==> src/ucie_pkg.sv <==
`default_nettype none

package ucie_pkg;

    // ======================================
    // Link geometry
    // ======================================

    // Upper bound on protocol streams
    localparam int MAX_PROTOCOLS = 4;
    localparam int PROTO_ID_W    = 2;
    localparam int PAYLOAD_W     = 32;
    localparam int SEQ_W         = 8;
    localparam int CRC_W         = 8;

    // Alternating ones and zeros for training flits
    localparam logic [PAYLOAD_W-1:0] TRAIN_PATTERN = 32'hAAAA_AAAA;

    // ======================================
    // Flit formats
    // ======================================

    // Offered by one source, ID implied by port index
    typedef struct packed {
        logic                 valid;
        logic [PAYLOAD_W-1:0] payload;
    } proto_flit_t;

    // Winner of arbitration
    typedef struct packed {
        logic                  valid;
        logic [PROTO_ID_W-1:0] proto_id;
        logic [PAYLOAD_W-1:0]  payload;
    } granted_flit_t;

    typedef enum logic [1:0] {
        FLIT_TRAIN = 2'd0,
        FLIT_DATA  = 2'd1
    } flit_kind_e;

    // As seen on the die-to-die link
    typedef struct packed {
        logic                  valid;
        flit_kind_e            kind;
        logic [SEQ_W-1:0]      seq;
        logic [PROTO_ID_W-1:0] proto_id;
        logic [PAYLOAD_W-1:0]  payload;
        logic [CRC_W-1:0]      crc;
    } link_flit_t;

    typedef enum logic [1:0] {
        LINK_DOWN   = 2'd0,
        LINK_TRAIN  = 2'd1,
        LINK_ACTIVE = 2'd2
    } link_state_e;

    // ======================================
    // CRC-8, poly 0x07, init 0
    // ======================================

    // Covers protocol ID then payload, MSB first; sequence number not covered
    function automatic logic [CRC_W-1:0] crc8_calc(
        input logic [PROTO_ID_W-1:0] proto_id,
        input logic [PAYLOAD_W-1:0]  payload
    );
        logic [PROTO_ID_W+PAYLOAD_W-1:0] data;
        logic [CRC_W-1:0]                crc;
        logic                            feedback;
        data = {proto_id, payload};
        crc  = '0;
        for (int i = PROTO_ID_W + PAYLOAD_W - 1; i >= 0; i--) begin
            feedback = crc[CRC_W-1] ^ data[i];
            crc      = {crc[CRC_W-2:0], 1'b0};
            if (feedback) begin
                crc = crc ^ 8'h07;
            end
        end
        return crc;
    endfunction

endpackage

`default_nettype wire

==> src/link_tx_port.sv <==
`timescale 1ns/10ps
`default_nettype none

module link_tx_port #(
    parameter int LINK_CREDITS = 8
) (
    input  logic                 clk,
    input  logic                 async_rst_n,
    input  logic                 link_enable,
    input  logic                 remote_train_ack,
    input  logic                 link_credit_return,
    input  ucie_pkg::link_flit_t framed,
    output logic                 port_ready,
    output ucie_pkg::link_flit_t link_out,
    output logic                 link_up
);

    import ucie_pkg::*;

    localparam int CRD_W = $clog2(LINK_CREDITS + 1);

    // Fixed training flit, protocol 0 and sequence 0
    localparam logic [CRC_W-1:0] TRAIN_CRC = crc8_calc('0, TRAIN_PATTERN);
    localparam link_flit_t TRAIN_FLIT = '{
        valid:    1'b1,
        kind:     FLIT_TRAIN,
        seq:      '0,
        proto_id: '0,
        payload:  TRAIN_PATTERN,
        crc:      TRAIN_CRC
    };

    link_state_e      state;
    link_state_e      state_next;
    logic [CRD_W-1:0] credit_cnt;
    logic             data_sent;

    // ======================================
    // Training FSM
    // ======================================

    always_comb begin
        state_next = state;
        case (state)
            LINK_DOWN:   if (link_enable) state_next = LINK_TRAIN;
            LINK_TRAIN:  if (remote_train_ack) state_next = LINK_ACTIVE;
            LINK_ACTIVE: state_next = LINK_ACTIVE;
            default:     state_next = LINK_DOWN;
        endcase
        // Losing enable always drops the link
        if (!link_enable) begin
            state_next = LINK_DOWN;
        end
    end

    always_ff @(posedge clk or negedge async_rst_n) begin
        if (!async_rst_n) begin
            state <= LINK_DOWN;
        end else begin
            state <= state_next;
        end
    end

    assign link_up    = (state == LINK_ACTIVE);
    assign port_ready = link_up && (credit_cnt != '0);
    assign data_sent  = framed.valid && port_ready;

    // ======================================
    // Remote credit counter
    // ======================================

    always_ff @(posedge clk or negedge async_rst_n) begin
        if (!async_rst_n) begin
            credit_cnt <= '0;
        end else if (state_next == LINK_ACTIVE && state != LINK_ACTIVE) begin
            // Fresh pool on link-up
            credit_cnt <= CRD_W'(LINK_CREDITS);
        end else if (link_up) begin
            case ({link_credit_return, data_sent})
                2'b10:   credit_cnt <= credit_cnt + 1'b1;
                2'b01:   credit_cnt <= credit_cnt - 1'b1;
                default: credit_cnt <= credit_cnt;
            endcase
        end
    end

    // ======================================
    // Registered link output
    // ======================================

    // Training flits stop on the ack edge, so none trail link-up
    always_ff @(posedge clk or negedge async_rst_n) begin
        if (!async_rst_n) begin
            link_out <= '0;
        end else if (state_next == LINK_TRAIN) begin
            link_out <= TRAIN_FLIT;
        end else if (data_sent) begin
            link_out <= framed;
        end else begin
            link_out.valid <= 1'b0;
        end
    end

    // Remote side returned more buffers than it was given
    a_credit_bound: assert property (
        @(posedge clk) disable iff (!async_rst_n)
        credit_cnt <= CRD_W'(LINK_CREDITS)
    ) else $error("link_tx_port: link credit count above LINK_CREDITS");

endmodule

`default_nettype wire

==> config.mk <==
export PLATFORM = sky130hd
export DESIGN_NAME = link_tx_port
export DESIGN_NICKNAME = d
export VERILOG_FILES = /design/src/ucie_pkg.sv /design/src/link_tx_port.sv
export SDC_FILE = /design/constraint.sdc
export NUM_CORES = 1
export LEC_CHECK = 0
export ABC_AREA = 1
export BUFFER_PORTS_ARGS = -buffer_cell sky130_fd_sc_hd__buf_2
export CAP_MARGIN = 20
export CORE_MARGIN = 10
export CORE_UTILIZATION = 30
export CTS_CLUSTER_DIAMETER = 200
export DETAILED_ROUTE_END_ITERATION = 8
export GPL_ROUTABILITY_DRIVEN = 1
export GPL_TIMING_DRIVEN = 0
export PLACE_DENSITY = 0.56
export SYNTH_ARGS = -nofsm -noshare
export SYNTH_HDL_FRONTEND = slang
export SYNTH_SLANG_ARGS = --single-unit
==> constraint.sdc <==
create_clock -name clk -period 5.3 [get_ports clk]
set_input_delay 0.795 -clock clk [delete_from_list [all_inputs] [get_ports clk]]
set_output_delay 0.795 -clock clk [all_outputs]
set_load 0.05 [all_outputs]
==> qor.yml <==
routing:
  wl_per_cell_microns: 15.7
  viasPerCell: 4.59
  drt_iter0_drc: 38
  drc: 0
  vias: 1823
  finalWirelength_microns: 6250
  antenna_left: 0
  dr.pass1.iters: 4
placed_design:
  numPortBuffers: 112
  pre_cts_ws_ns: 3.14
  hpwlAfterDp_microns: 4660
  place_congestion: 0.718
cells_and_area:
  final_common_cell: "buf_2"
  final_cell_mix: "buf_2, dfrtp_1, a22o_1"
  drive_gt1_share_pct: 47.7
  diodes: 0
  syn_to_final_growth_pct: 39.6
  layout.nets: 354
  fillers: 731
  utilization_pct: 43.4
power:
  seqPwrFrac_pct: 44.4
  vdd_drop_max_mv: 0.125
  internal_power_uw: 773
  p_per_area_nw_per_um2: 359
  swShare_pct: 32.1
  p_clk_share_pct: 34.7
  p_sw_uw: 365
  combPwrFrac_pct: 20.9
  leakage_uw: 0.00162
setup_path:
  slowest_delay_ns: 0.42
  arrival_ns: 1.42
  cp-end-kind: "output port"
  setup.worst_path.start_class: "flop"
  path_max_fanout: 10
  critPathBufInv: 1
  critical_path.cell_chain: "nor2_4 -> and2_1 -> buf_2"
  cp_data_required_time_ns: 4.51
  worstSetupPathType: "flop to output port"
  cp_top_family: "simple AND/OR/NAND/NOR gates"
  crit_slowest_cell: "dfrtp_1"
sta:
  finalWorstSetupSlack_ns: 3.09
  maxSlewViolCount: 0
  fin_crit_sh_pct: 41.8
  rsz0062_at_grt: "false"
  fmax_mhz: 452
  relSlewSlack_pct: 57.7
  period_needed_ns: 2.21
  worst_pin_slew_ns: 0.634
  fin_skew_ns: 0.0104
  hold_viol_final: 0
  fin_tns_setup_ns: 0
  setup_viol: 0
logic_synthesis:
  ys_ff_latch: 59
  synth_top_area_share_pct: 65.0
  postSynthAreaPerCell_sq_um: 13.4
  yosys-top-cells-area: "dfrtp_1, a22o_1, o22a_1"
  syn-cell-area_sq_um: 2270
  ys_types: 20
  yosysWarnings: 0
  synth_fp_nets: 230
  synth_cells: 169
  ys_seq_area_share_pct: 65.0
  synth_top_area_cell: "dfrtp_1"
floorplanning:
  core_sq_um: 7290
  die_width_microns: 107
  die_h_microns: 107
  io_pins: 113
  rows: 31
  start_util_pct: 31.1
  die_area_sq_um: 11400
cts:
  h-tree-depth: 3
  cts.sink_count: 59
  clkTransAtPathRegs_ns: 0.07
  cts_buffers: 9
  cts-root-buf: "clkbuf_8"
  cts_setup_buffers: 0
  cts_hold_buf: 0
  clk_latency_ns: 0.33
  cts_tree: "built"
  clockBufferDepth: 2
  ctsResizeCount: 0
grt:
  antenna_found_initial: 0
  first_global_vias: 2053
  groute.usage.overall_pct: 11.0
  grt_pass1_wl_microns: 10300
  overflow: 0
  grt_start_max_net_pins: 34
min_path:
  min_path_type: "input port to async pin"
status:
  status: "finished clean"
run:
  cap_viol_max_count: 0
==> per-layer routing <==
| metal | share of wire, % | vias up | wire length (microns) | global-route usage [%] |
|---|---|---|---|---|
| li1 | - | 880 | - | - |
| met1 | 44 | 855 | 2740 | 13.5 |
| met3 | 11 | 8 | 706 | 5.63 |
| met4 | 0.90 | 0 | 56 | 4.35 |
| met2 | 44 | 80 | 2740 | 16.0 |
| met5 | 0 | - | 0 | 0 |
==> state kept, by name (all words and copies together) (netlist names) <==
register    cells
credit_cnt      4
link_out       53
state           2
==> metrics by stage <==
stage	hold WS [ns]	std cells	total power, uW	instance area (sq um)
finish	0.485	397	1140	3170
global route	0.511	397	1200	3170
CTS	0.497	397	1160	3170
detailed placement	0.477	381	756	2970
global placement	0.479	380	752	2950
floorplan	0.498	169	674	2270
==> cells by family (layout without fill, tap and decap cells) <==
kind of cell | count (synthesis) | after routing | share of synthesized area (%)
simple gates | 36 | 36 | 8.21
flops | 59 | 59 | 65.0
compound gates | 52 | 52 | 20.1
fa+ha+maj | 3 | 3 | 1.98
xor+xnor | 1 | 1 | 0.386
buf+inv | 18 | 147 | 4.30
==> cells in the mapped netlist <==
master,instances
ha_1,2
nand3_4,1
nor2_1,2
clkbuf_1,1
buf_2,6
buf_6,3
o22a_1,20
inv_1,6
nand2_2,1
nand2_1,15
nand3_1,11
nor2_4,1
fa_1,1
xor2_1,1
a22o_1,32
nand3b_1,1
dfrtp_1,59
inv_2,2
and2_1,1
nand4_1,3
==> power groups by stage <==
stage	logic, uW	registers [uW]	clock network [uW]
3_3_place_gp	240	512	0
2_1_floorplan	75.3	599	0
6_report	238	505	395
3_5_place_dp	243	513	0
4_1_cts	243	505	408
5_1_grt	258	511	429
==> path summary, 6_finish.rpt <==
kind	slack, ns	cells past startpoint	end	from
min in group clk	0.49	1	link_out[30]	link_out[30]
worst min-delay path	0.49	1	state[1]	async_rst_n
worst max-delay path	3.09	3	port_ready	state[0]
worst max register to register	3.37	10	credit_cnt[3]	state[0]
worst min register to register	0.49	1	link_out[30]	link_out[30]
max in group asynchronous	4.22	2	link_out[41]	async_rst_n
==> cell type report <==
class	instances	area, sq um	area share [%]
Inverter	8	30.0	0.948
Clock buffer	10	128	4.03
Sequential cell	59	1480	46.6
Buffer	10	67.6	2.13
Tap cell	99	124	3.91
Clock inverter	6	66.3	2.09
Timing Repair Buffer	113	581	18.3
Multi-Input combinational cell	92	696	22.0
Note: power is estimated with default switching activity, not from simulation.
