$ cat src/ucie_pkg.sv
`default_nettype none

package ucie_pkg;

    // ======================================
    // Link geometry
    // ======================================

    // Upper bound on protocol streams
    localparam int MAX_PROTOCOLS = 4;
    localparam int PROTO_ID_W    = 2;
    localparam int PAYLOAD_W     = 32;
    localparam int SEQ_W         = 8;
    localparam int CRC_W         = 8;

    // Alternating ones and zeros for training flits
    localparam logic [PAYLOAD_W-1:0] TRAIN_PATTERN = 32'hAAAA_AAAA;

    // ======================================
    // Flit formats
    // ======================================

    // Offered by one source, ID implied by port index
    typedef struct packed {
        logic                 valid;
        logic [PAYLOAD_W-1:0] payload;
    } proto_flit_t;

    // Winner of arbitration
    typedef struct packed {
        logic                  valid;
        logic [PROTO_ID_W-1:0] proto_id;
        logic [PAYLOAD_W-1:0]  payload;
    } granted_flit_t;

    typedef enum logic [1:0] {
        FLIT_TRAIN = 2'd0,
        FLIT_DATA  = 2'd1
    } flit_kind_e;

    // As seen on the die-to-die link
    typedef struct packed {
        logic                  valid;
        flit_kind_e            kind;
        logic [SEQ_W-1:0]      seq;
        logic [PROTO_ID_W-1:0] proto_id;
        logic [PAYLOAD_W-1:0]  payload;
        logic [CRC_W-1:0]      crc;
    } link_flit_t;

    typedef enum logic [1:0] {
        LINK_DOWN   = 2'd0,
        LINK_TRAIN  = 2'd1,
        LINK_ACTIVE = 2'd2
    } link_state_e;

    // ======================================
    // CRC-8, poly 0x07, init 0
    // ======================================

    // Covers protocol ID then payload, MSB first; sequence number not covered
    function automatic logic [CRC_W-1:0] crc8_calc(
        input logic [PROTO_ID_W-1:0] proto_id,
        input logic [PAYLOAD_W-1:0]  payload
    );
        logic [PROTO_ID_W+PAYLOAD_W-1:0] data;
        logic [CRC_W-1:0]                crc;
        logic                            feedback;
        data = {proto_id, payload};
        crc  = '0;
        for (int i = PROTO_ID_W + PAYLOAD_W - 1; i >= 0; i--) begin
            feedback = crc[CRC_W-1] ^ data[i];
            crc      = {crc[CRC_W-2:0], 1'b0};
            if (feedback) begin
                crc = crc ^ 8'h07;
            end
        end
        return crc;
    endfunction

endpackage

`default_nettype wire

$ cat src/proto_ingress_queue.sv
`timescale 1ns/10ps
`default_nettype none

module proto_ingress_queue #(
    parameter int QUEUE_DEPTH = 4
) (
    input  logic                           clk,
    input  logic                           async_rst_n,
    input  ucie_pkg::proto_flit_t          push_flit,
    input  logic                           pop,
    output logic [ucie_pkg::PAYLOAD_W-1:0] head_payload,
    output logic                           nonempty,
    output logic                           credit_return
);

    import ucie_pkg::*;

    // Depth is a power of two, pointers wrap on their own
    localparam int PTR_W = $clog2(QUEUE_DEPTH);
    localparam int CNT_W = $clog2(QUEUE_DEPTH + 1);

    // ======================================
    // Storage and pointers
    // ======================================

    logic [PAYLOAD_W-1:0] mem [QUEUE_DEPTH];
    logic [PTR_W-1:0]     wr_ptr;
    logic [PTR_W-1:0]     rd_ptr;
    logic [CNT_W-1:0]     count;
    logic                 push_en;
    logic                 pop_en;
    logic                 full;

    assign push_en  = push_flit.valid;
    // Pop on an empty queue is ignored
    assign pop_en   = pop & nonempty;
    assign nonempty = (count != '0);
    assign full     = (count == CNT_W'(QUEUE_DEPTH));

    // Head visible the cycle after the write edge
    assign head_payload = mem[rd_ptr];

    // Payload array
    always_ff @(posedge clk) begin
        if (push_en) begin
            mem[wr_ptr] <= push_flit.payload;
        end
    end

    always_ff @(posedge clk or negedge async_rst_n) begin
        if (!async_rst_n) begin
            wr_ptr <= '0;
            rd_ptr <= '0;
            count  <= '0;
        end else begin
            if (push_en) begin
                wr_ptr <= wr_ptr + 1'b1;
            end
            if (pop_en) begin
                rd_ptr <= rd_ptr + 1'b1;
            end
            // Occupancy, simultaneous push and pop holds
            case ({push_en, pop_en})
                2'b10:   count <= count + 1'b1;
                2'b01:   count <= count - 1'b1;
                default: count <= count;
            endcase
        end
    end

    // ======================================
    // Credit return to the source
    // ======================================

    // One pulse per released entry, one cycle after the pop
    always_ff @(posedge clk or negedge async_rst_n) begin
        if (!async_rst_n) begin
            credit_return <= 1'b0;
        end else begin
            credit_return <= pop_en;
        end
    end

    // Source pushed without holding a credit
    a_no_push_when_full: assert property (
        @(posedge clk) disable iff (!async_rst_n)
        push_flit.valid |-> !full
    ) else $error("proto_ingress_queue: push into full queue, source credit violation");

endmodule

`default_nettype wire

$ cat config.mk
export PLATFORM = sky130hd
export DESIGN_NAME = proto_ingress_queue
export DESIGN_NICKNAME = d
export VERILOG_FILES = /design/src/ucie_pkg.sv /design/src/proto_ingress_queue.sv
export SDC_FILE = /design/constraint.sdc
export NUM_CORES = 1
export LEC_CHECK = 0
export ABC_AREA = 1
export BUFFER_PORTS_ARGS = -buffer_cell sky130_fd_sc_hd__buf_2
export CAP_MARGIN = 10
export CORE_UTILIZATION = 54
export CTS_CLUSTER_SIZE = 28
export DETAILED_ROUTE_END_ITERATION = 10
export MAX_ROUTING_LAYER = met4
export PLACE_DENSITY = 0.77
export SLEW_MARGIN = 5
export SYNTH_ARGS = -nofsm -noshare
export SYNTH_HDL_FRONTEND = slang
export SYNTH_SLANG_ARGS = --single-unit
export TNS_END_PERCENT = 20
$ cat constraint.sdc
create_clock -name clk -period 4.43 [get_ports clk]
set_input_delay 0.443 -clock clk [delete_from_list [all_inputs] [get_ports clk]]
set_output_delay 0.443 -clock clk [all_outputs]
set_load 0.01 [all_outputs]
==> flow_metrics.tcl, run 1 <==
set metrics [dict create \
    final.hold.worst_slack_ns 0.136 \
    max_freq_mhz 316 \
    ys_top_cells_by_count "128 x edfxtp_1, 114 x nand2_1, 79 x inv_1, 64 x o211ai_1, 11 x buf_6" \
    slew_viol_final 0 \
    setup.worst_path.end_class "output pin" \
    finalHoldViolCount 0 \
    core_box_area_um2 9860 \
    max-vdd-ir-drop_mv 0.416 \
    p_leak_nw 2.77 \
    tns_ns 0 \
    synth_enable_flop_cells 128 \
    dp_worst_setup_slack_ns 1.84 \
    outcome "finished clean" \
    initial_antenna_violation_count 1 \
    global_route_wire_length_before_repair_um 16200 \
    final_worst_setup_slack_ns 1.26 \
    r2r_setup_slack_ns 2.33 \
    clockRootBuffer "clkbuf_8" \
    netlist.top_cell.by_area "edfxtp_1" \
    ioPinCount 70 \
    detailroute.via_count 3354 \
    post_synthesis_cell_count 431 \
    path_class "flip-flop to output pin" \
    tritoncts.num_buffers 17 \
    synthArstFlopShare 0.0588 \
    port_buffers 69 \
    skew_ns 0.00709 \
    grt_pass1_vias 3272 \
    gr-total-overflow 0 \
    drcViolationCount 0 \
    final_antenna_net_count 0 \
    cell_area_after_technology_mapping_um2 5570 \
    place_hpwl_um 5900 \
    global_router_s_overall_resource_usage 0.208 \
    drt-initial-drc-count 218 \
    clk_latency_ns 0.52 \
    period_utilisation_layout 0.715 \
    fp.dieArea_um2 10700 \
    post_route_cells_drive_above_1_share 0.208 \
    wirelength_um 10100 \
    min_period_ns 3.17 \
    synth.most_common_cell "edfxtp_1" \
    setup.worst_path.start_class "flip-flop" \
    ys_ff_latch 136 \
    layout.filler_cells 686 \
    synth.area.top_cells "edfxtp_1 69%, o211ai_1 8.6%, nand2_1 7.7%, inv_1 5.3%, dfrtp_1 3.6%" \
    die_width_um 104 \
    hold_path.class "primary input to flip-flop" \
    cts_buffer_depth 2 \
    initial_utilization 0.565 \
    distinct_cell_type_count_after_synthesis 17 \
    design.final.nets 547 \
    unrepaired_setup_endpoints_after_global_routing "false" \
    drt-vias-per-instance 5.14 \
    cts-htree-levels 4 \
    p_per_area_nw_per_um2 690 \
    die_h_um 104 \
    synth-warning-count 0 \
    cts_num_sinks 136 \
    synth_top_area_share 0.690 \
    grt_start_max_net_pins 74 \
    cp_data_required_time_ns 3.99 \
    cp.arrival_ns 2.73 \
    yosysSeqAreaShare 0.726 \
    synth_top_flop_cell "edfxtp_1" \
    path_clk_slew_ns 0.06 \
    gpl_congestion 0.736 \
    final-setup-viol-count 0 \
    cap_violations 0 \
    post-cts-setup-buffer-count 0 \
    postSynthNetCount 473 \
    firstDrtPassIters 4 \
    area_delta_synth_final_pct 18.1 \
    synthesis.area_per_instance_um2 12.9 \
    core.rowCount 36 \
    cts_tree "built" \
    worst_slew_margin 0.423 \
    crit_path_max_fanout 73 \
    worst_slew_pin_slew_ns 0.865 \
    route.detailed.wl_per_inst_um 15.5 \
]
## sequential cells by signal (all words and copies together), names as in the netlist
| register | flops |
|---|---|
| mem | 128 |
| rd_ptr | 2 |
| count | 3 |
| credit_return | 1 |
| wr_ptr | 2 |
## critical path, cell delays in order (launching register included)
cell and delay (ns):
dfrtp_1 0.38, clkinv_2 0.68, buf_4 0.60, o211ai_1 0.27, nand2_1 0.10, buf_2 0.15
## stage by stage
step	util	std cells	power [mW]	cell area, um^2
2_1_floorplan	-	431	2.76	5570
3_3_place_gp	0.604	618	3.08	5950
3_5_place_dp	0.604	618	3.14	5950
4_1_cts	0.667	651	4.58	6580
5_1_grt	0.667	652	4.80	6580
6_report	0.667	652	4.54	6580
## routing by layer
layer  wire length [um]  global-route usage
met1               4040               0.240
met2               5270               0.349
met3                653              0.0573
met4                127              0.0766
met5                  0                   -
## timing repair
action                    in CTS  in global routing
hold endpoints to repair       8                  0
hold buffers                   1                  0
resized for setup              0                  0
## report_power, final
| group | leakage (nW) | internal [mW] | switching, mW | total (mW) |
|---|---|---|---|---|
| Sequential | 1.27 | 1.69 | 0.0680 | 1.76 |
| Combinational | 1.20 | 0.445 | 0.906 | 1.35 |
| Clock | 0.292 | 0.918 | 0.519 | 1.44 |
| Total | 2.77 | 3.05 | 1.49 | 4.54 |
## logic make-up (layout without fill, tap and decap cells)
group                      count (synthesis)  in the layout  share of synthesized area
DFF                                      136            136                      0.726
and+or+nand+nor                          119            119                     0.0815
buffers and inverters                    102            189                     0.0867
AOI/OAI and AO/OA                         66             66                     0.0880
adders and majority gates                  6              6                     0.0148
xor gates and xnor gates                   2              2                    0.00314
other                                      0              1                          0
## final timing paths
kind | cells past startpoint | startpoint | to
hold reg to reg | 1 | count[0]$_DFFE_PN0P_ | count[0]$_DFFE_PN0P_
setup / recovery | 5 | rd_ptr[0]$_DFFE_PN0P_ | head_payload[31]
min in group asynchronous | 2 | async_rst_n | count[2]$_DFFE_PN0P_
max in group asynchronous | 2 | async_rst_n | rd_ptr[0]$_DFFE_PN0P_
hold / removal | 1 | push_flit[25] | mem[2][25]$_DFFE_PP_
setup reg to reg | 6 | rd_ptr[0]$_DFFE_PN0P_ | rd_ptr[1]$_DFFE_PN0P_
## layout make-up
class / instances / area [um^2] / area share
Clock buffer: 18 / 418 / 0.0635
Antenna cell: 1 / 2.50 / 0.000380
Tap cell: 133 / 166 / 0.0253
Timing Repair Buffer: 77 / 408 / 0.0620
Multi-Input combinational cell: 193 / 1040 / 0.159
Clock inverter: 14 / 196 / 0.0298
Inverter: 80 / 302 / 0.0458
Sequential cell: 136 / 4040 / 0.614
## layout by cell type, fill, tap and decap left out
cell type / n
clkinv_4: 2
nand3_1: 4
buf_2: 69
buf_4: 7
clkbuf_8: 1
o21ai_0: 2
o211ai_1: 64
clkinvlp_4: 3
nand2_1: 114
dlygate4sd3_1: 1
ha_1: 5
clkbuf_16: 16
clkbuf_1: 1
xor2_1: 1
xnor2_1: 1
dfrtp_1: 8
bufinv_16: 4
nand4_1: 1
clkinv_2: 3
inv_6: 3
inv_1: 79
edfxtp_1: 128
diode_2: 1
fa_1: 1
No activity file was read; power rests on OpenSTA's default activity.
==> run 2: changes to the inputs <==
--- a/config.mk
+++ b/config.mk
@@ -5,14 +5,14 @@
 export SDC_FILE = /design/constraint.sdc
 export NUM_CORES = 1
 export LEC_CHECK = 0
-export ABC_AREA = 1
+export ABC_AREA = 0
 export BUFFER_PORTS_ARGS = -buffer_cell sky130_fd_sc_hd__buf_2
 export CAP_MARGIN = 10
 export CORE_UTILIZATION = 54
 export CTS_CLUSTER_SIZE = 28
 export DETAILED_ROUTE_END_ITERATION = 10
 export MAX_ROUTING_LAYER = met4
-export PLACE_DENSITY = 0.77
+export PLACE_DENSITY = 0.78
 export SLEW_MARGIN = 5
 export SYNTH_ARGS = -nofsm -noshare
 export SYNTH_HDL_FRONTEND = slang
==> constraint.sdc (replaced) <==
create_clock -name clk -period 3 [get_ports clk]
set_input_delay 0.3 -clock clk [delete_from_list [all_inputs] [get_ports clk]]
set_output_delay 0.3 -clock clk [all_outputs]
set_load 0.01 [all_outputs]
==> run 2 against run 1 <==
Net effect: via count is 29% lower; largest cell class unchanged; sequential power is 53% higher; die area is 8.4% lower; clock power is 51% higher; utilization is 3.4 points higher; first-iteration DRC count is 62% lower; cell area is 2.0% lower; hold slack worse by 0.10 ns.
==> flow_metrics.tcl, run 2 <==
set metrics [dict create \
    final.hold.worst_slack_ns 0.0363 \
    synth_enable_flop_cells 128 \
    largest_registers "mem (128), count (3)" \
    p_per_area_nw_per_um2 998 \
    max-vdd-ir-drop_mv 0.560 \
    outcome "finished clean" \
    finish.cell_count_without_fillers 441 \
    gr-total-overflow 0 \
    global_route_wire_length_before_repair_um 13400 \
    synth_top_flop_cell "edfxtp_1" \
    num_antenna_cells 0 \
    firstDrtPassIters 4 \
    area_delta_synth_final_pct 26.7 \
    worst_slew_pin_slew_ns 0.883 \
    reg2reg_depth 7 \
    worst_slew_margin 0.411 \
    design.final.nets 360 \
    post_route_cells_drive_above_1_share 0.409 \
    slew_viol_final 0 \
    regMostFlops "mem" \
    synth_top_area_share 0.755 \
    post_cts_resized 0 \
    global_router_s_overall_resource_usage 0.203 \
    path_class "flip-flop to output pin" \
    setup.worst_path.end_class "output pin" \
    final_core_util 0.702 \
    route.detailed.wl_per_inst_um 20.0 \
    cts-htree-levels 4 \
    cts_tree "built" \
    ys_ff_latch 136 \
    drt-vias-per-instance 5.41 \
    distinct_cell_type_count_after_synthesis 20 \
    yosysSeqAreaShare 0.794 \
    crit_path_cell_trace "buf_12, mux4_1, buf_2" \
    cell_area_after_technology_mapping_um2 5090 \
    final-setup-viol-count 0 \
    hold_path.class "primary input to flip-flop" \
    setup.worst_path.start_class "flip-flop" \
    cap_violations 0 \
    worst_r2r_startpoint "count[0]$_DFFE_PN0P_" \
    ioPinCount 70 \
    path_clk_slew_ns 0.06 \
    largest_reg_flops 128 \
    final_antenna_net_count 0 \
    drcViolationCount 0 \
    final_common_cell "edfxtp_1" \
    worstHoldStart "push_flit[29]" \
    die_width_um 99.1 \
    crit_start "rd_ptr[0]$_DFFE_PN0P_" \
    p_leak_nw 2.33 \
    gpl_congestion 0.677 \
    tns_ns 0 \
    initial_utilization 0.554 \
    place_hpwl_um 4810 \
    wirelength_um 8810 \
    layout.filler_cells 583 \
    max_freq_mhz 392 \
    grt_pass1_vias 2512 \
    cp_data_required_time_ns 2.70 \
    critical_path.max_stage_delay_ns 0.75 \
    cts_num_sinks 136 \
    crit_path_max_fanout 18 \
    min_period_ns 2.55 \
    initial_antenna_violation_count 0 \
    postSynthNetCount 247 \
    cts_buffer_depth 2 \
    post_synthesis_cell_count 205 \
    cpMaxStageDelayCell "dfrtp_2" \
    fp.dieArea_um2 9820 \
    synth.most_common_cell "edfxtp_1" \
    final_cell_mix "128 x edfxtp_1, 69 x buf_2, 31 x dlygate4sd3_1" \
    r2r_setup_slack_ns 1.20 \
    cts_hold_buf 31 \
    synth-warning-count 0 \
    die_h_um 99.1 \
    sequential_cell_area_um2 4050 \
    clk_latency_ns 0.51 \
    multi_input_area_um2 942 \
    core_box_area_um2 9200 \
    period_utilisation_layout 0.850 \
    detailroute.via_count 2385 \
    core.rowCount 35 \
    grt_start_max_net_pins 33 \
    unrepaired_setup_endpoints_after_global_routing "false" \
    cp.arrival_ns 2.25 \
    fin_total_pwr_mw 6.44 \
    skew_ns 0.00425 \
    netlist.top_cell.by_area "edfxtp_1" \
    post-cts-setup-buffer-count 0 \
    synth.area.top_cells "edfxtp_1 75%, mux4_2 12%, dfrtp_1 3.9%, mux4_1 2.1%, ha_1 1.2%" \
    finalHoldViolCount 0 \
    timing.rr.end "count[2]$_DFFE_PN0P_" \
    port_buffers 69 \
    worst_hold_path_cells 1 \
    tritoncts.num_buffers 17 \
    ys_top_cells_by_count "128 x edfxtp_1, 28 x mux4_2, 8 x dfrtp_1, 6 x inv_1, 5 x ha_1" \
    synthesis.area_per_instance_um2 24.8 \
    drt-initial-drc-count 83 \
    dpl.cell_count 379 \
    clockRootBuffer "clkbuf_8" \
    whs_endpoint "mem[3][29]$_DFFE_PP_" \
    synthArstFlopShare 0.0588 \
]
## run 2: changes by cell type after synthesis, sizes merged, moves of 2 or more
| cell | before | now |
|---|---|---|
| nand2 | 114 | 2 |
| mux4 | 0 | 32 |
| and2 | 0 | 4 |
| buf | 19 | 7 |
| nand3 | 4 | 0 |
| o211ai | 64 | 0 |
| inv | 80 | 6 |
| clkbuf | 3 | 1 |
| xor2 | 1 | 4 |
## run 2: kinds of logic after synthesis
family	after synthesis	share of synthesized area
AOI/OAI and AO/OA	2	0.00270
xor gates and xnor gates	6	0.0103
adders and majority gates	6	0.0162
buffers and inverters	14	0.0221
DFF	136	0.794
muxes	33	0.146
and+or+nand+nor	8	0.00835
## run 2: critical path: cells and delay by family (launching register included)
family	cells	cell delay (ns)
mux	1	0.56
buf+inv	2	0.41
flops	1	0.75
## run 2: metrics by stage
stage	instance area (um^2)	setup slack (ns)
after floorplan	5090	1.20
after detailed placement	5520	0.922
after global placement	5520	0.922
after CTS	6450	0.376
after global routing	6450	0.290
final	6450	0.451
## run 2: report_power, final
part           internal (mW)  switching [mW]  total [mW]
clock network           1.42           0.747        2.17
registers               2.50           0.192        2.69
logic                  0.784           0.794        1.58
## run 2: final cells by class
class,count,area share
Sequential cell,136,0.627
Multi-Input combinational cell,55,0.146
Timing Repair Buffer,102,0.106
Clock buffer,17,0.0642
Clock inverter,14,0.0320
Tap cell,111,0.0215
Inverter,6,0.00349
## run 2: how the worst max path moves through the flow
stage,depth (start not counted),slack [ns],end
floorplan,3,1.20,mem[2][0]$_DFFE_PP_
global placement,3,0.92,head_payload[1]
detailed placement,3,0.92,head_payload[1]
CTS,3,0.38,head_payload[1]
global route,3,0.29,head_payload[1]
finish,3,0.45,head_payload[1]
## run 2: per-layer routing
layer	part of all wire	GRT usage	routed length [um]	vias up
li1	-	-	-	1085
met1	0.43	0.250	3750	1222
met2	0.52	0.319	4630	70
met3	0.042	0.0611	370	8
met4	0.0075	0.0814	66	0
met5	0	-	0	-
