--- config.mk ---
export PLATFORM = sky130hd
export DESIGN_NAME = flit_framer
export DESIGN_NICKNAME = d
export VERILOG_FILES = /design/src/ucie_pkg.sv /design/src/flit_framer.sv
export SDC_FILE = /design/constraint.sdc
export NUM_CORES = 1
export LEC_CHECK = 0
export BUFFER_PORTS_ARGS = -buffer_cell sky130_fd_sc_hd__buf_2
export CAP_MARGIN = 10
export CORE_MARGIN = 4
export CORE_UTILIZATION = 40
export CTS_CLUSTER_SIZE = 16
export DETAILED_ROUTE_END_ITERATION = 12
export PLACE_DENSITY = 0.7
export SLEW_MARGIN = 15
export SYNTH_ARGS = -nofsm -noshare
export SYNTH_HDL_FRONTEND = slang
export SYNTH_SLANG_ARGS = --single-unit
--- constraint.sdc ---
create_clock -name clk -period 2.55 [get_ports clk]
set_clock_uncertainty 0.05 [all_clocks]
set_input_delay 0.51 -clock clk [delete_from_list [all_inputs] [get_ports clk]]
set_output_delay 0.51 -clock clk [all_outputs]
set_load 0.03 [all_outputs]
--- src/ucie_pkg.sv ---
`default_nettype none

package ucie_pkg;

    // ======================================
    // Link geometry
    // ======================================

    // Upper bound on protocol streams
    localparam int MAX_PROTOCOLS = 4;
    localparam int PROTO_ID_W    = 2;
    localparam int PAYLOAD_W     = 32;
    localparam int SEQ_W         = 8;
    localparam int CRC_W         = 8;

    // Alternating ones and zeros for training flits
    localparam logic [PAYLOAD_W-1:0] TRAIN_PATTERN = 32'hAAAA_AAAA;

    // ======================================
    // Flit formats
    // ======================================

    // Offered by one source, ID implied by port index
    typedef struct packed {
        logic                 valid;
        logic [PAYLOAD_W-1:0] payload;
    } proto_flit_t;

    // Winner of arbitration
    typedef struct packed {
        logic                  valid;
        logic [PROTO_ID_W-1:0] proto_id;
        logic [PAYLOAD_W-1:0]  payload;
    } granted_flit_t;

    typedef enum logic [1:0] {
        FLIT_TRAIN = 2'd0,
        FLIT_DATA  = 2'd1
    } flit_kind_e;

    // As seen on the die-to-die link
    typedef struct packed {
        logic                  valid;
        flit_kind_e            kind;
        logic [SEQ_W-1:0]      seq;
        logic [PROTO_ID_W-1:0] proto_id;
        logic [PAYLOAD_W-1:0]  payload;
        logic [CRC_W-1:0]      crc;
    } link_flit_t;

    typedef enum logic [1:0] {
        LINK_DOWN   = 2'd0,
        LINK_TRAIN  = 2'd1,
        LINK_ACTIVE = 2'd2
    } link_state_e;

    // ======================================
    // CRC-8, poly 0x07, init 0
    // ======================================

    // Covers protocol ID then payload, MSB first; sequence number not covered
    function automatic logic [CRC_W-1:0] crc8_calc(
        input logic [PROTO_ID_W-1:0] proto_id,
        input logic [PAYLOAD_W-1:0]  payload
    );
        logic [PROTO_ID_W+PAYLOAD_W-1:0] data;
        logic [CRC_W-1:0]                crc;
        logic                            feedback;
        data = {proto_id, payload};
        crc  = '0;
        for (int i = PROTO_ID_W + PAYLOAD_W - 1; i >= 0; i--) begin
            feedback = crc[CRC_W-1] ^ data[i];
            crc      = {crc[CRC_W-2:0], 1'b0};
            if (feedback) begin
                crc = crc ^ 8'h07;
            end
        end
        return crc;
    endfunction

endpackage

`default_nettype wire

--- src/flit_framer.sv ---
`timescale 1ns/10ps
`default_nettype none

module flit_framer (
    input  logic                    clk,
    input  logic                    async_rst_n,
    input  ucie_pkg::granted_flit_t granted,
    output logic                    framer_ready,
    input  logic                    port_ready,
    output ucie_pkg::link_flit_t    framed
);

    import ucie_pkg::*;

    // Stage 1, registered flit plus sequence stamp
    logic                  s1_valid;
    logic [PROTO_ID_W-1:0] s1_proto_id;
    logic [PAYLOAD_W-1:0]  s1_payload;
    logic [SEQ_W-1:0]      s1_seq;
    // Stage 2, CRC attached
    logic                  s2_valid;
    logic [PROTO_ID_W-1:0] s2_proto_id;
    logic [PAYLOAD_W-1:0]  s2_payload;
    logic [SEQ_W-1:0]      s2_seq;
    logic [CRC_W-1:0]      s2_crc;

    logic [SEQ_W-1:0]      seq_cnt;
    logic                  s2_advance;
    logic                  accept;

    // ======================================
    // Pipeline control
    // ======================================

    // Stage 2 frees up when empty or drained by the port
    assign s2_advance   = !s2_valid || port_ready;
    assign framer_ready = !s1_valid || s2_advance;
    assign accept       = granted.valid && framer_ready;

    always_ff @(posedge clk or negedge async_rst_n) begin
        if (!async_rst_n) begin
            s1_valid <= 1'b0;
            s2_valid <= 1'b0;
            seq_cnt  <= '0;
        end else begin
            if (framer_ready) begin
                s1_valid <= granted.valid;
            end
            if (s2_advance) begin
                s2_valid <= s1_valid;
            end
            // Wraps at 2^SEQ_W
            if (accept) begin
                seq_cnt <= seq_cnt + 1'b1;
            end
        end
    end

    // Payload path
    always_ff @(posedge clk) begin
        if (accept) begin
            s1_proto_id <= granted.proto_id;
            s1_payload  <= granted.payload;
            s1_seq      <= seq_cnt;
        end
        if (s2_advance) begin
            s2_proto_id <= s1_proto_id;
            s2_payload  <= s1_payload;
            s2_seq      <= s1_seq;
            s2_crc      <= crc8_calc(s1_proto_id, s1_payload);
        end
    end

    // ======================================
    // Output assembly
    // ======================================

    always_comb begin
        framed.valid    = s2_valid;
        framed.kind     = FLIT_DATA;
        framed.seq      = s2_seq;
        framed.proto_id = s2_proto_id;
        framed.payload  = s2_payload;
        framed.crc      = s2_crc;
    end

    // Held flit must not change under back-pressure
    a_hold_stable: assert property (
        @(posedge clk) disable iff (!async_rst_n)
        framed.valid && !port_ready |=> $stable(framed)
    ) else $error("flit_framer: framed flit changed while stalled");

endmodule

`default_nettype wire

==> results.md, run 1 <==
- Diodes inserted: 0
- DR WL/cell: 16.3 µm
- FF-to-FF path depth: 8
- Arr. time, crit path: 2.60 ns
- Internal power: 4.01 mW
- Seq pwr share: 0.411
- Io pins: 92
- Post-route non-filler standard cell count: 487
- CTS buffer count: 9
- Clock share of power: 0.172
- Net Count, Synth: 250
- Initial antenna violation count: 1
- Commonest non-fill, non-tap cells in the layout: edfxtp_1, buf_2, buf_4, xnor2_1, xnor3_1
- Area growth syn-to-layout: 28.2%
- DRT iter0 DRCs: 81
- Status: finished, final reports clean
- Crit Path Max Fanout: 4
- Min Hold Slack: 0.265 ns
- DRC viols: 0
- Final period util: 0.991
- GRT Residual Overflow: 0
- Switching share of power: 0.304
- Syn Area/Cell: 20.5 µm²
- Tmin final: 2.53 ns
- Flop2flop setup slack: 0.02 ns
- Seq/Total Area, Yosys: 0.698
- Vias in the first global route: 2180
- Final Util: 0.532
- Max Fclk: 396 MHz
- # rows: 37
- Startpoint types: register
- Input/output buffers: 89
- Combinational power share: 0.417
- Via count: 2155
- Commonest non-fill, non-tap cell in the layout: edfxtp_1
- First-pass GRT wire length: 12200 µm
- H-tree lvl count: 3
- RePlAce Congestion: 0.818
- Vias per cell: 4.43
- Starting Density: 0.415
- Min-Delay Endpoint: s1_payload[18]
- Finished Cell Area: 0.00554 mm²
- Setup violators final: 0
- Min-delay src: granted[18]
- CTS tree: done
- Worst min path class: in -> reg
- Layout cells sized above 1: 0.499
- Peak supply drop: 0.597 mV
- Cell accounting for the most synthesized area: edfxtp_1
- Final wirelength: 7960 µm
- RSZ-0062 raised after global routing: yes
- Maximum buffer depth of the clock tree: 2
- PwrDens: 1040 mW/mm²
- Die X: 112 µm
- Final slew viol count: 0
- Placed cells: 453
- Nets@finish: 385
- Clock latency on the worst-skew pair: 0.37 ns
- Die H: 112 µm
- Reg-to-reg endpoint: s2_crc[0]
- Synth top area cells: edfxtp_1, xnor3_1, xnor2_1
- Cell Area, Placed: 0.00510 mm²
- Synth cell types: 23
- Seq cells post-synth: 102
- Largest net degree at the start of global routing: 49
- Final Total Pwr: 5.77 mW
- Total GRT Usage: 0.131
- Top cell type's share of synthesized area: 0.640
- Static Leak: 2.40 nW
- Worst Path Class, Setup: reg -> reg
- Mapped cell area: 0.00432 mm²
- Fin. Hold Viols: 0
- Die footprint: 0.0125 mm²
- Antenna Nets Post-Route: 0
- CORE AREA: 0.0104 mm²
- Root buffer cell: clkbuf_8
- Reg clk slew, reported paths: 0.10 ns
- Clock sink total: 102
- Post-DP HPWL: 5760 µm
- R2R Path Start: s1_proto_id[0]
- Critical path capture point type: register
- Worst EP required: 2.62 ns
- YS warnings: 0
- Worst Hold Depth: 1
- Sw Pwr: 1.76 mW
- Max cap viols: 0
- Syn Inst Count: 211
- Pre-antenna DRT Iters: 4
through the flow:
stage	TNS (ns)	worst slack (ns)
after floorplan	0	0.0168
after global placement	-0.0129	-0.0129
after detailed placement	-0.253	-0.132
after CTS	0	0.00281
after global routing	-0.218	-0.0575
final	0	0.0236
power groups by stage:
stage | combinational [mW] | sequential (mW) | clock, mW
after global placement | 2.20 | 2.41 | 0
final | 2.41 | 2.37 | 0.990
after detailed placement | 2.26 | 2.41 | 0
after global routing | 2.56 | 2.40 | 1.10
after floorplan | 1.43 | 2.66 | 0
after CTS | 2.29 | 2.38 | 1.02
sequential cells by signal, indices dropped and copies added, names as in the netlist:
signal	cells
s1_valid	1
s2_seq	8
s1_payload	32
s2_payload	32
s1_proto_id	2
s2_crc	8
s1_seq	8
s2_proto_id	2
seq_cnt	8
s2_valid	1
Yosys cell counts (all sizes together):
master   n
nor2     2
nand4    3
nor3     1
xnor2   39
ha       1
xor3     3
conb     2
clkbuf   3
nand2    4
nand3b   1
nand2b   3
xor2    15
buf      4
and2     1
xnor3   26
dfrtp   10
edfxtp  92
mux2     1
cells by family (layout without fill, tap and decap cells):
logic type	Yosys count	count (layout)	share of synthesized area
DFF	102	102	0.698
xor gates and xnor gates	83	83	0.267
and+or+nand+nor	15	15	0.0183
buffers and inverters	7	147	0.00956
other	2	2	0.00174
adders and majority gates	1	1	0.00290
muxes	1	1	0.00261
cell type report:
class,instances,area [µm²]
well taps,136,170
multi-input cells,102,1380
clock inverters,6,48.8
clock buffers,10,149
flip-flops and latches,102,3010
fillers,851,4880
repair buffers,131,776
worst max-delay path by stage:
| stage | start | endpoint | slack (ns) | cells past startpoint |
|---|---|---|---|---|
| final | s1_proto_id[0] | s2_crc[0] | 0.02 | 8 |
| after global routing | s1_proto_id[0] | s2_crc[0] | -0.06 | 8 |
| after CTS | s1_proto_id[0] | s2_crc[2] | 0.003 | 6 |
| after detailed placement | s1_payload[29] | s2_crc[2] | -0.13 | 5 |
| after global placement | s1_payload[29] | s2_crc[2] | -0.01 | 5 |
| after floorplan | s1_proto_id[0] | s2_crc[2] | 0.02 | 5 |
layer usage:
layer	part of all wire	up-vias	GRT usage
met5	0.00088	-	0
met4	0.012	2	0.0511
met3	0.062	10	0.0440
met2	0.51	66	0.211
met1	0.41	1050	0.164
li1	-	1027	-
what timing repair did:
action                                 in CTS  in global routing
gates resized for setup                     9                 10
setup endpoints to repair                   4                  5
setup buffers                               5                 12
hold buffers                                1                  0
endpoints found under the hold margin      10                  0
pin swaps                                  10                  9
critical path, stage by stage (launching register included):
cell      delay (ns)
edfxtp_1        0.51
xnor2_2         0.21
buf_4           0.16
xnor2_1         0.25
xor2_1          0.32
xnor3_1         0.40
buf_4           0.15
buf_4           0.13
xnor2_1         0.11
Note: power is estimated with default switching activity, not from simulation.
==> run 2, diff against run 1 <==
--- a/config.mk
+++ b/config.mk
@@ -11,6 +11,7 @@
 export CORE_UTILIZATION = 40
 export CTS_CLUSTER_SIZE = 16
 export DETAILED_ROUTE_END_ITERATION = 12
+export GPL_ROUTABILITY_DRIVEN = 0
 export PLACE_DENSITY = 0.7
 export SLEW_MARGIN = 15
 export SYNTH_ARGS = -nofsm -noshare
==> constraint.sdc (replaced) <==
create_clock -name clk -period 2.15 [get_ports clk]
set_clock_uncertainty 0.05 [all_clocks]
set_input_delay 0.43 -clock clk [delete_from_list [all_inputs] [get_ports clk]]
set_output_delay 0.43 -clock clk [all_outputs]
set_load 0.03 [all_outputs]
==> results.md, run 2 (synthesized netlist as in run 1, its figures left out) <==
- Worst EP required: 2.22 ns (-0.40 ns)
- Clock sink total: 102 (unchanged)
- Final Total Pwr: 6.92 mW (+20%)
- H-tree lvl count: 3 (unchanged)
- Total GRT Usage: 0.134 (+0.00310)
- RSZ-0062 raised after global routing: yes
- Starting Density: 0.415 (unchanged)
- Arr. time, crit path: 2.53 ns (-0.07 ns)
- Final wirelength: 8090 µm (+1.7%)
- Fin. Hold Viols: 0 (unchanged)
- Area of the multi-input gates: 0.00141 mm² (+2.1%)
- First-pass GRT wire length: 12800 µm (+4.7%)
- Pre-CTS setup slack: -0.366 ns (-0.234 ns)
- Final slew viol count: 0 (unchanged)
- Die H: 112 µm (unchanged)
- CORE AREA: 0.0104 mm² (unchanged)
- Antenna Nets Post-Route: 0 (unchanged)
- Finished Cell Area: 0.00562 mm² (+1.5%)
- Min Hold Slack: 0.179 ns (-0.0852 ns)
- DRC viols: 0 (unchanged)
- DRT iter0 DRCs: 58 (-28%)
- Placed cells: 467 (+3.1%)
- Worst min path class: in -> reg
- # rows: 37 (unchanged)
- Sequential Area: 0.00301 mm² (unchanged)
- Critical path capture point type: register
- Commonest non-fill, non-tap cell in the layout: edfxtp_1
- Failing checks: setup timing
- Layout cells sized above 1: 0.506 (+0.00704)
- Area growth syn-to-layout: 30.1%
- Crit Path Max Fanout: 4 (unchanged)
- Final worst setup slack: -0.305 ns (-0.329 ns)
- Io pins: 92 (unchanged)
- TNS Setup: -1.91 ns (-1.91 ns)
- Diodes inserted: 0 (unchanged)
- Tmin final: 2.46 ns (-0.0711 ns)
- Max cap viols: 0 (unchanged)
- CTS tree: done
- Clock latency on the worst-skew pair: 0.37 ns (about the same)
- PwrDens: 1230 mW/mm² (+18%)
- Max Fclk: 407 MHz (+2.9%)
- Post-DP HPWL: 5950 µm (+3.3%)
- Nets@finish: 390 (+1.3%)
- Worst Path Class, Setup: reg -> reg
- Die X: 112 µm (unchanged)
- Pre-antenna DRT Iters: 4 (unchanged)
- Final Util: 0.539 (+0.00781)
- Post-route non-filler standard cell count: 492 (+1.0%)
- Static Leak: 2.44 nW (+1.7%)
- Largest regs: s1_payload (32), s2_payload (32)
- Startpoint types: register
- Die footprint: 0.0125 mm² (unchanged)
- Vias in the first global route: 2329 (+6.8%)
- Largest net degree at the start of global routing: 52 (+6.1%)
- Maximum buffer depth of the clock tree: 2 (unchanged)
- Filler cells: 834 (-2.0%)
- Commonest non-fill, non-tap cells in the layout: edfxtp_1, buf_2, buf_4, xnor2_1, xnor3_1
- GRT Residual Overflow: 0 (unchanged)
- Root buffer cell: clkbuf_8
- Input/output buffers: 89 (unchanged)
- Status: complete, but fails checks
- Initial antenna violation count: 0 (-1)
- Final period util: 1.14 (+0.151)
- Setup violators final: 8 (+8)
- CTS buffer count: 9 (unchanged)
- Reg clk slew, reported paths: 0.10 ns (about the same)
- Cell Area, Placed: 0.00527 mm² (+3.4%)
- Vias per cell: 4.43 (about the same)
- Peak supply drop: 0.556 mV (-6.8%)
- DR WL/cell: 16.4 µm (+0.66%)
- Via count: 2179 (+1.1%)
-- run 2: cell types whose count changed in the layout (fill, tap and decap cells not counted) --
cell,before,now
xnor3_1,17,18
buf_12,1,2
clkinv_4,0,3
xor2_4,0,1
xnor2_4,0,1
buf_4,40,44
inv_6,2,1
clkinvlp_4,2,0
xnor3_2,7,6
xor2_1,10,9
xnor2_2,11,10
-- run 2: layout make-up --
cell class,count,share of cell area
multi-input combinational,102,0.251
timing repair buffer,136,0.147
clock inverter,6,0.00913
tap,136,0.0303
clock buffer,10,0.0265
sequential,102,0.536
-- run 2: final timing paths --
check | start | end | slack, ns | cells after the start
max | s1_payload[29] | s2_crc[2] | -0.31 | 5
max in group asynchronous | async_rst_n | seq_cnt[0] | 1.47 | 2
max reg2reg | s1_payload[29] | s2_crc[2] | -0.31 | 5
min reg2reg | s1_seq[5] | s2_seq[5] | 0.38 | 0
min | granted[19] | s1_payload[19] | 0.18 | 1
min in group asynchronous | async_rst_n | seq_cnt[2] | 0.38 | 2
-- run 2: worst max-delay path, stage by stage, from the launching register on --
cell and delay, ns:
edfxtp_1 0.46, xnor3_2 0.48, xnor2_2 0.21, xnor3_2 0.40
xnor3_1 0.23, xor3_1 0.39
-- run 2: layer usage --
layer | vias to the layer above | wire length (µm) | global-route usage
met5 | - | 0 | 0
met4 | 0 | 161 | 0.0584
met3 | 14 | 496 | 0.0375
met2 | 66 | 4090 | 0.223
met1 | 1061 | 3350 | 0.164
li1 | 1038 | - | -
-- run 2: power breakdown --
| part | switching (mW) | internal [mW] | total, mW |
|---|---|---|---|
| Sequential | 0.161 | 2.65 | 2.82 |
| Clock | 0.682 | 0.508 | 1.19 |
| Combinational | 1.28 | 1.64 | 2.92 |
-- run 2: repair_timing --
item,4_1_cts,5_1_grt
pin swaps,4,5
hold endpoints to repair,10,0
hold buffers,1,0
buffers inserted,3,5
setup endpoints to repair,8,8
resized for setup,6,7
==> run 3, diff against run 2 <==
--- a/config.mk
+++ b/config.mk
@@ -7,6 +7,7 @@
 export LEC_CHECK = 0
 export BUFFER_PORTS_ARGS = -buffer_cell sky130_fd_sc_hd__buf_2
 export CAP_MARGIN = 10
+export CORE_ASPECT_RATIO = 1.5
 export CORE_MARGIN = 4
 export CORE_UTILIZATION = 40
 export CTS_CLUSTER_SIZE = 16
==> results.md, run 3 (synthesized netlist as in run 1, its figures left out) <==
- Final wirelength: 8110 µm (+0.23%)
- Final Util: 0.549 (+0.00969)
- Pre-CTS setup slack: -0.404 ns (-0.0386 ns)
- Clock sink total: 102 (unchanged)
- Worst min path class: in -> reg
- Cell Area, Placed: 0.00523 mm² (-0.76%)
- Initial antenna violation count: 0 (unchanged)
- Total GRT Usage: 0.134 (+0.000528)
- Finished Cell Area: 0.00582 mm² (+3.5%)
- Crit-path max cell delay: 0.43 ns (-0.05 ns)
- Clock latency on the worst-skew pair: 0.34 ns (-0.03 ns)
- Crit Path Max Fanout: 3 (-1)
- Vias per cell: 4.35 (-1.8%)
- Largest regs: s1_payload (32), s2_payload (32)
- Nets@finish: 390 (unchanged)
- Die footprint: 0.0126 mm² (+0.28%)
- PwrDens: 1290 mW/mm² (+4.4%)
- Die H: 135 µm (+21%)
- CORE AREA: 0.0106 mm² (+1.7%)
- Critical path capture point type: register
- Final Total Pwr: 7.48 mW (+8.1%)
- Worst Path Class, Setup: reg -> reg
- Diodes inserted: 0 (unchanged)
- Pre-antenna DRT Iters: 4 (unchanged)
- Final period util: 1.17 (+0.0320)
- Startpoint types: register
- Fin. Hold Viols: 0 (unchanged)
- Arr. time, crit path: 2.56 ns (+0.03 ns)
- Min Hold Slack: 0.205 ns (+0.0254 ns)
- Io pins: 92 (unchanged)
- TNS Setup: -2.37 ns (-0.459 ns)
- Post-route non-filler standard cell count: 500 (+1.6%)
- Area growth syn-to-layout: 34.6%
- Placed cells: 470 (+0.64%)
- Via count: 2174 (-0.23%)
- RSZ-0062 raised after global routing: yes
- CTS buffer count: 9 (unchanged)
- Peak supply drop: 0.552 mV (-0.87%)
- Setup violators final: 8 (unchanged)
- Antenna Nets Post-Route: 0 (unchanged)
- Failing checks: setup timing
- Starting Density: 0.408 (-0.00681)
- Status: complete, but fails checks
- Post-DP HPWL: 5880 µm (-1.0%)
- Maximum buffer depth of the clock tree: 2 (unchanged)
- First-pass GRT wire length: 12500 µm (-2.1%)
- Root buffer cell: clkbuf_16
- Die X: 92.8 µm (-17%)
- DRT iter0 DRCs: 55 (-5.2%)
- GRT Residual Overflow: 0 (unchanged)
- Final slew viol count: 0 (unchanged)
- Largest net degree at the start of global routing: 52 (unchanged)
- Vias in the first global route: 2389 (+2.6%)
- Tmin final: 2.52 ns (+0.0687 ns)
- DRC viols: 0 (unchanged)
- Max cap viols: 0 (unchanged)
- Critical path cell sequence: buf_6, xnor3_2, xnor2_2, xnor3_2, xnor3_1, xor3_1
- Reg clk slew, reported paths: 0.07 ns (-0.03 ns)
- Commonest non-fill, non-tap cell in the layout: edfxtp_1
- Commonest non-fill, non-tap cells in the layout: edfxtp_1, buf_2, buf_4, xnor2_1, xnor3_1
- CTS tree: done
- Input/output buffers: 89 (unchanged)
- Critical Path Slowest Stage Cell: xnor3_2
- Max Fclk: 396 MHz (-2.7%)
- Static Leak: 2.53 nW (+3.5%)
- Most common cell on crit path: xnor3_2
- Final worst setup slack: -0.374 ns (-0.0687 ns)
- DR WL/cell: 16.2 µm (-1.4%)
- Layout cells sized above 1: 0.522 (+0.0169)
- H-tree lvl count: 3 (unchanged)
- # rows: 46 (+24%)
- Worst EP required: 2.18 ns (-0.04 ns)
-- run 3: changes by cell type in the layout (fill, tap and decap cells not counted), moves of 4 or more --
cell / delta
xnor2_1: -7
buf_6: +6
clkbuf_16: +8
buf_4: -5
xnor2_2: +4
clkbuf_8: -9
-- run 3: critical path, delay by kind of cell (launching register included) --
kind	cells	cell delay (ns)
xor+xnor	5	1.64
flops	1	0.42
buf+inv	1	0.14
-- run 3: layout make-up --
cell class                      instances  area [µm²]
Timing Repair Buffer                  136         836
Clock inverter                          6        62.6
Fill cell                             844        4770
Multi-Input combinational cell        102        1500
Tap cell                              144         180
Sequential cell                       102        3010
Clock buffer                           10         229
-- run 3: worst paths after layout --
path	from	end	slack [ns]	cells after the start
min in group asynchronous	async_rst_n	seq_cnt[0]	0.43	2
hold / removal	granted[17]	s1_payload[17]	0.20	1
max in group asynchronous	async_rst_n	seq_cnt[3]	1.43	2
hold reg to reg	s1_seq[7]	s2_seq[7]	0.38	0
setup reg to reg	s1_proto_id[1]	s2_crc[2]	-0.37	6
setup / recovery	s1_proto_id[1]	s2_crc[2]	-0.37	6
-- run 3: what timing repair did --
| action | in CTS | in global routing |
|---|---|---|
| buffers inserted | 7 | 7 |
| endpoints found under the hold margin | 10 | 0 |
| gates resized for setup | 13 | 17 |
| pin swaps | 16 | 16 |
| setup endpoints to repair | 8 | 8 |
| hold buffers | 1 | 0 |
-- run 3: per-layer routing --
| layer | up-vias | part of all wire | GRT usage |
|---|---|---|---|
| met5 | - | 0 | 0 |
| met4 | 0 | 0.030 | 0.0603 |
| met3 | 16 | 0.045 | 0.0339 |
| met2 | 67 | 0.54 | 0.242 |
| li1 | 1044 | - | - |
| met1 | 1047 | 0.39 | 0.148 |
-- run 3: power breakdown --
group | internal [mW] | switching (mW) | leakage (nW)
sequential | 2.66 | 0.163 | 1.03
clock | 0.820 | 0.739 | 0.143
combinational | 1.75 | 1.35 | 1.36
